==> src/hw/npc_pkg.sv <==
`default_nettype none

package npc_pkg;

    // basic widths
    typedef logic [31:0] word_t;
    typedef logic [4:0]  reg_addr_t;
    typedef logic [5:0]  imem_addr_t;
    typedef logic [2:0]  alu_op_t;

    // alu operation codes, every value of alu_op_t is used
    localparam alu_op_t ALU_NOP    = 3'd0;
    localparam alu_op_t ALU_LUI    = 3'd1;
    localparam alu_op_t ALU_AUIPC  = 3'd2;
    localparam alu_op_t ALU_JAL    = 3'd3;
    localparam alu_op_t ALU_JALR   = 3'd4;
    localparam alu_op_t ALU_ADDI   = 3'd5;
    localparam alu_op_t ALU_ADD    = 3'd6;
    localparam alu_op_t ALU_EBREAK = 3'd7;

    // start of the program window
    localparam word_t RESET_PC = 32'h8000_0000;

    // instruction memory size in words
    localparam int IMEM_DEPTH = 64;

    // major opcodes, instr[6:0]
    localparam logic [6:0] OPC_LUI    = 7'b0110111;
    localparam logic [6:0] OPC_AUIPC  = 7'b0010111;
    localparam logic [6:0] OPC_JAL    = 7'b1101111;
    localparam logic [6:0] OPC_JALR   = 7'b1100111;
    localparam logic [6:0] OPC_OP_IMM = 7'b0010011;
    localparam logic [6:0] OPC_OP     = 7'b0110011;

    // ebreak is matched on the whole word
    localparam word_t INST_EBREAK = 32'h0010_0073;

endpackage

`default_nettype wire

==> src/hw/instr_fetch.sv <==
`timescale 1ns/1ps
`default_nettype none

module instr_fetch import npc_pkg::*; (
    input  logic       clk,
    input  logic       reset,
    input  logic       load_en,
    input  imem_addr_t load_addr,
    input  word_t      load_data,
    input  logic       run,
    input  word_t      next_pc,
    input  alu_op_t    alu_op,
    output word_t      pc,
    output word_t      instr,
    output logic       halted,
    output logic       advance
);

    // program storage behind the load port
    word_t imem [IMEM_DEPTH];

    // word index into imem
    // pc wraps inside the 64 word window
    imem_addr_t fetch_idx;

    // ebreak seen in the retiring slot
    logic is_ebreak;

    assign fetch_idx = pc[7:2];
    assign is_ebreak = (alu_op == ALU_EBREAK);

    // one instruction retires per clock while running
    assign advance = run && !halted;

    // new word reaches fetch after the edge
    always_ff @(posedge clk) begin
        if (load_en) begin
            imem[load_addr] <= load_data;
        end
    end

    // async read for single cycle fetch
    assign instr = imem[fetch_idx];

    // pc and halt flag
    always_ff @(posedge clk) begin
        if (reset) begin
            pc     <= RESET_PC;
            halted <= 1'b0;
        end else if (advance) begin
            if (is_ebreak) begin
                // pc stays on the ebreak
                halted <= 1'b1;
            end else begin
                pc <= next_pc;
            end
        end
    end

    // program loads only while stopped
    load_while_stopped: assert property (
        @(posedge clk) disable iff (reset)
        load_en |-> !run
    );

endmodule

`default_nettype wire

==> src/hw/reg_file.sv <==
`timescale 1ns/1ps
`default_nettype none

module reg_file import npc_pkg::*; (
    input  logic      clk,
    input  logic      advance,
    input  logic      wen,
    input  reg_addr_t waddr,
    input  word_t     wdata,
    input  reg_addr_t raddr1,
    input  reg_addr_t raddr2,
    output word_t     rdata1,
    output word_t     rdata2
);

    // architectural registers, entry 0 never written
    word_t regs [32];

    // write qualified by retire, x0 writes dropped
    logic do_write;

    assign do_write = advance && wen && (waddr != '0);

    always_ff @(posedge clk) begin
        if (do_write) begin
            regs[waddr] <= wdata;
        end
    end

    // two async read ports
    // x0 reads as zero regardless of array contents
    always_comb begin
        if (raddr1 == '0) begin
            rdata1 = '0;
        end else begin
            rdata1 = regs[raddr1];
        end
        if (raddr2 == '0) begin
            rdata2 = '0;
        end else begin
            rdata2 = regs[raddr2];
        end
    end

endmodule

`default_nettype wire

==> src/hw/inst_decode.sv <==
`timescale 1ns/1ps
`default_nettype none

module inst_decode import npc_pkg::*; (
    input  word_t     instr,
    output reg_addr_t rs1,
    output reg_addr_t rs2,
    output reg_addr_t rd,
    output word_t     imm,
    output alu_op_t   alu_op,
    output logic      reg_wen
);

    logic [6:0] opcode;
    logic [2:0] funct3;
    logic [6:0] funct7;

    // immediates per format, all sign extended
    word_t imm_i;
    word_t imm_u;
    word_t imm_j;

    // fixed field positions
    assign opcode = instr[6:0];
    assign rd     = instr[11:7];
    assign funct3 = instr[14:12];
    assign rs1    = instr[19:15];
    assign rs2    = instr[24:20];
    assign funct7 = instr[31:25];

    assign imm_i = {{20{instr[31]}}, instr[31:20]};
    assign imm_u = {instr[31:12], 12'h000};
    // j format, bit 0 implied zero
    assign imm_j = {{12{instr[31]}}, instr[19:12], instr[20], instr[30:21], 1'b0};

    // opcode and funct fields to one operation
    always_comb begin
        alu_op = ALU_NOP;
        imm    = imm_i;
        if (instr == INST_EBREAK) begin
            alu_op = ALU_EBREAK;
        end else begin
            case (opcode)
                OPC_LUI: begin
                    alu_op = ALU_LUI;
                    imm    = imm_u;
                end
                OPC_AUIPC: begin
                    alu_op = ALU_AUIPC;
                    imm    = imm_u;
                end
                OPC_JAL: begin
                    alu_op = ALU_JAL;
                    imm    = imm_j;
                end
                // jalr and addi need funct3 zero
                OPC_JALR: begin
                    if (funct3 == 3'b000) alu_op = ALU_JALR;
                end
                OPC_OP_IMM: begin
                    if (funct3 == 3'b000) alu_op = ALU_ADDI;
                end
                OPC_OP: begin
                    if (funct3 == 3'b000 && funct7 == 7'b0000000) alu_op = ALU_ADD;
                end
                // anything else retires as a no-op
                default: alu_op = ALU_NOP;
            endcase
        end
    end

    // no write for no-op and ebreak
    assign reg_wen = !((alu_op == ALU_NOP) || (alu_op == ALU_EBREAK));

    // decoded op must be a known code, X here would corrupt regfile and pc
    always_comb begin
        op_defined: assert #0 (alu_op inside {ALU_NOP, ALU_LUI, ALU_AUIPC, ALU_JAL,
                                              ALU_JALR, ALU_ADDI, ALU_ADD, ALU_EBREAK});
    end

endmodule

`default_nettype wire

==> src/hw/exec_alu.sv <==
`timescale 1ns/1ps
`default_nettype none

module exec_alu import npc_pkg::*; (
    input  alu_op_t alu_op,
    input  word_t   pc,
    input  word_t   imm,
    input  word_t   src1,
    input  word_t   src2,
    output word_t   result,
    output word_t   next_pc
);

    // shared adders, all wrap at 32 bits
    word_t pc_plus_4;
    word_t pc_plus_imm;
    word_t src1_plus_imm;

    assign pc_plus_4     = pc + 32'd4;
    assign pc_plus_imm   = pc + imm;
    assign src1_plus_imm = src1 + imm;

    // write-back value
    always_comb begin
        case (alu_op)
            ALU_LUI:   result = imm;
            ALU_AUIPC: result = pc_plus_imm;
            // link value for both jumps
            ALU_JAL:   result = pc_plus_4;
            ALU_JALR:  result = pc_plus_4;
            ALU_ADDI:  result = src1_plus_imm;
            ALU_ADD:   result = src1 + src2;
            // nop and ebreak write nothing
            default:   result = '0;
        endcase
    end

    // next pc, sequential unless a jump
    always_comb begin
        case (alu_op)
            ALU_JAL:  next_pc = pc_plus_imm;
            // jalr target has bit 0 cleared
            ALU_JALR: next_pc = {src1_plus_imm[31:1], 1'b0};
            default:  next_pc = pc_plus_4;
        endcase
    end

endmodule

`default_nettype wire

==> src/hw/npc_top.sv <==
`timescale 1ns/1ps
`default_nettype none

module npc_top import npc_pkg::*; (
    input  logic       clk,
    input  logic       reset,
    input  logic       load_en,
    input  imem_addr_t load_addr,
    input  word_t      load_data,
    input  logic       run,
    output word_t      pc,
    output logic       halted,
    output logic       retire_valid,
    output word_t      retire_pc,
    output logic       retire_wen,
    output reg_addr_t  retire_rd,
    output word_t      retire_data
);

    word_t     instr;
    word_t     next_pc;
    word_t     imm;
    word_t     src1;
    word_t     src2;
    word_t     result;
    reg_addr_t rs1;
    reg_addr_t rs2;
    reg_addr_t rd;
    alu_op_t   alu_op;
    logic      reg_wen;
    logic      advance;

    // fetch, pc and halt
    instr_fetch instr_fetch_inst (
        .clk       (clk),
        .reset     (reset),
        .load_en   (load_en),
        .load_addr (load_addr),
        .load_data (load_data),
        .run       (run),
        .next_pc   (next_pc),
        .alu_op    (alu_op),
        .pc        (pc),
        .instr     (instr),
        .halted    (halted),
        .advance   (advance)
    );

    inst_decode inst_decode_inst (
        .instr   (instr),
        .rs1     (rs1),
        .rs2     (rs2),
        .rd      (rd),
        .imm     (imm),
        .alu_op  (alu_op),
        .reg_wen (reg_wen)
    );

    // writes land together with the pc update
    reg_file reg_file_inst (
        .clk     (clk),
        .advance (advance),
        .wen     (reg_wen),
        .waddr   (rd),
        .wdata   (result),
        .raddr1  (rs1),
        .raddr2  (rs2),
        .rdata1  (src1),
        .rdata2  (src2)
    );

    exec_alu exec_alu_inst (
        .alu_op  (alu_op),
        .pc      (pc),
        .imm     (imm),
        .src1    (src1),
        .src2    (src2),
        .result  (result),
        .next_pc (next_pc)
    );

    // retire port describes the instruction at pc this cycle
    assign retire_valid = advance;
    assign retire_pc    = pc;
    assign retire_wen   = reg_wen;
    assign retire_rd    = rd;
    assign retire_data  = result;

endmodule

`default_nettype wire

==> config.mk <==
export PLATFORM = sky130hd
export DESIGN_NAME = npc_top
export DESIGN_NICKNAME = d
export VERILOG_FILES = /design/src/hw/npc_pkg.sv /design/src/hw/instr_fetch.sv /design/src/hw/reg_file.sv /design/src/hw/inst_decode.sv /design/src/hw/exec_alu.sv /design/src/hw/npc_top.sv
export SDC_FILE = /design/constraint.sdc
export NUM_CORES = 2
export LEC_CHECK = 0
export BUFFER_PORTS_ARGS = -buffer_cell sky130_fd_sc_hd__buf_4
export CAP_MARGIN = 20
export CELL_PAD_IN_SITES_DETAIL_PLACEMENT = 1
export CELL_PAD_IN_SITES_GLOBAL_PLACEMENT = 1
export CORE_ASPECT_RATIO = 1.75
export CORE_MARGIN = 1
export CORE_UTILIZATION = 44
export DETAILED_ROUTE_END_ITERATION = 6
export PLACE_DENSITY = 0.66
export SLEW_MARGIN = 20
export SYNTH_ARGS = -nofsm -noshare
export SYNTH_HDL_FRONTEND = slang
export SYNTH_SLANG_ARGS = --single-unit
==> constraint.sdc <==
create_clock -name clk -period 13.2 [get_ports clk]
set_clock_uncertainty 0.05 [all_clocks]
set_input_delay 1.98 -clock clk [delete_from_list [all_inputs] [get_ports clk]]
set_output_delay 1.98 -clock clk [all_outputs]
set_load 0.005 [all_outputs]
==> metrics.txt <==
status finished clean; CP max FO 114; Mapped Cells 9761; fin crit period 13020 ps; initial core utilization 44.18%; hold crit path type flip-flop to flip-flop; final slew viol count 0; initial drt markers 9501; Synth Area in XOR/XNOR 0.6986%; placed cell area 144600 µm²; Post-Syn Area 137400 µm²; Synth Area in Compound Gates 6.580%; Slew headroom 17.07%; die height 741.2 µm; number of cell rows 271; Routed WL per cell 35.83 µm; CTS Sinks 3111; synth top area cells edfxtp_1, mux4_2, nand2_1; Post-synth EDFFs 3072; IO Pins 146; Routed WL 509300 µm; Buffers on Ports 145; Post-Syn Area per Cell 14.07 µm²; Max Buffers Root-to-Sink 4; final core utilization 49.55%; Crit Path Class flip-flop to output port; DP HPWL 310100 µm; H-tree levels 5; post-synthesis sequential area ratio 67.72%; pwr dens 148.5 nW/µm²; top_reg_cell synth edfxtp_1; first-pass GRT wire length 713800 µm; Setup Buffers After CTS 0; P_leak 52.09 nW; Finished Cell Area 154100 µm²; worst setup margin 181.9 ps; final hold vios 0; Worst Hold Path Cells 2; fill count 30220; Global Route Usage Sum 32.08%; Critical Path Source Type flip-flop; Routability Congestion 0.9317; clk slew on worst S/H paths 70 ps; Least-Margin Pin Slew 1236 ps; Skew-Pair Late Insertion Delay 910 ps; maximum vdd drop 0.0001074 V; largest net degree at the start of global routing 157; pre-CTS setup slack 1129 ps; Yosys reg bits 3111; Reg2Reg Depth 28; setup tns final 0 ps; commonest non-fill, non-tap cell in the layout edfxtp_1; CP arrival 10990 ps; final period utilization 98.62%; Syn. warnings 0; Synth top area share 67.15%; via count 91610; RSZ-0062 raised after global routing false; Max-Cap Viols 0; layout cells sized above 1 16.41%; largest family of logic cells by synthesized area simple AND/OR/NAND/NOR gates; CTS tree done; Syn-to-layout area delta 12.16%; Vias per Instance 6.445; Worst path slowest cell dfxtp_4; Root Driver clkbuf_16; commonest non-fill, non-tap cells in the layout edfxtp_1, nand2_1, nand3_1; Yosys top cell by area edfxtp_1; fmax 76.82 MHz; First-pass DRT Iterations 6; Crit path required time 11170 ps; total power 0.02288 W; Worst path max stage delay 840 ps; Simple-Gate Fraction of Synth Area 11.92%; core box area 310900 µm²; Die Area 314500 µm²; Overflow after GRT 0; antenna-violating nets left 0; area share of fa/ha/maj cells after synthesis 0.9455%; Num CTS Buffers 295; DRC Markers 0; number of library cell types mapped by synthesis 97; vias in the first global route 95430; die extent in x 424.4 µm; Post-layout nets 10030; mux cell area share after synthesis 9.630%; CP endpoint kind output port; final setup fails 0; antenna violations before repair 16; ys async rst share 0%
## worst max-delay path: cells and delay by family, from the launching register on
family	cells	cell delay [ps]
buffers and inverters	5	1610
and+or+nand+nor	6	1340
DFF	1	840
adders and majority gates	1	280
muxes	2	850
AOI/OAI and AO/OA	13	4850
xor gates and xnor gates	1	160
## power by group
part | internal (W) | switching [W]
sequential | 0.0109 | 0.0000405
clock | 0.00473 | 0.00379
combinational | 0.00112 | 0.00234
total | 0.0167 | 0.00617
## per-layer routing
metal | GRT usage (%) | share of wire, % | vias up
met5 | 0 | 0.016 | -
met4 | 24.29 | 8.9 | 12
met3 | 4.733 | 6.7 | 1394
met2 | 55.19 | 50 | 4326
met1 | 35.87 | 34 | 48240
li1 | - | - | 37630
## what timing repair did
action	CTS	global route
setup endpoints to repair	0	3
hold buffers	0	0
gates resized for setup	0	2
## worst paths after layout
| check | from | to | slack (ps) |
|---|---|---|---|
| worst max-delay path | flip-flop | retire_data[28] | 180 |
| worst min-delay path | instr_fetch_inst.halted$_SDFFE_PP0P_ | instr_fetch_inst.halted$_SDFFE_PP0P_ | 480 |
| worst max register to register | flip-flop | reg_file_inst.regs[22][28]$_DFFE_PP_ | 2600 |
| worst min register to register | instr_fetch_inst.halted$_SDFFE_PP0P_ | instr_fetch_inst.halted$_SDFFE_PP0P_ | 480 |
## stage by stage
stage	hold WS, ps	std cells
after floorplan	423.5	9792
after global placement	431.6	13680
after detailed placement	463.8	13680
after CTS	483.1	14200
after global routing	545.1	14210
final	475.0	14210
## cell usage after synthesis (all sizes together), types with 47 or more instances
library cell and number:
o211ai 157, inv 52, nand3b 75, edfxtp 3072
mux4 524, buf 330, nand3 683, and3 161
a311oi 286, a21o 82, nor2 323, a31oi 65
mux2i 119, a22oi 47, o21ai 185, xnor2 66
clkbuf 357, nand2 2404, a21oi 102, ha 99
## state kept, by name (all words and copies together), names as in the netlist, named ones only
name,count
instr_fetch_inst.pc,32
reg_file_inst.regs,1024
instr_fetch_inst.halted,1
instr_fetch_inst.imem,2048
## final cells by class
type                    count  area (µm²)  area share [%]
repair buffers            481        4024           2.612
clock inverters           153        1433          0.9298
flip-flops and latches   3111       93050           60.39
well taps                4095        5124           3.325
multi-input cells        5939       42280           27.44
diodes                     15       37.54         0.02436
inverters                  56       221.5          0.1437
clock buffers             364        7906           5.131
## kinds of logic after synthesis
logic type | count (synthesis)
AO/OA/AOI/OAI | 1215
AND/OR/NAND/NOR | 3817
XOR/XNOR | 108
buffers and inverters | 743
flip-flops | 3111
multiplexers | 664
other | 1
adder cells (fa/ha/maj) | 102
(Power assumes the default switching activity.)
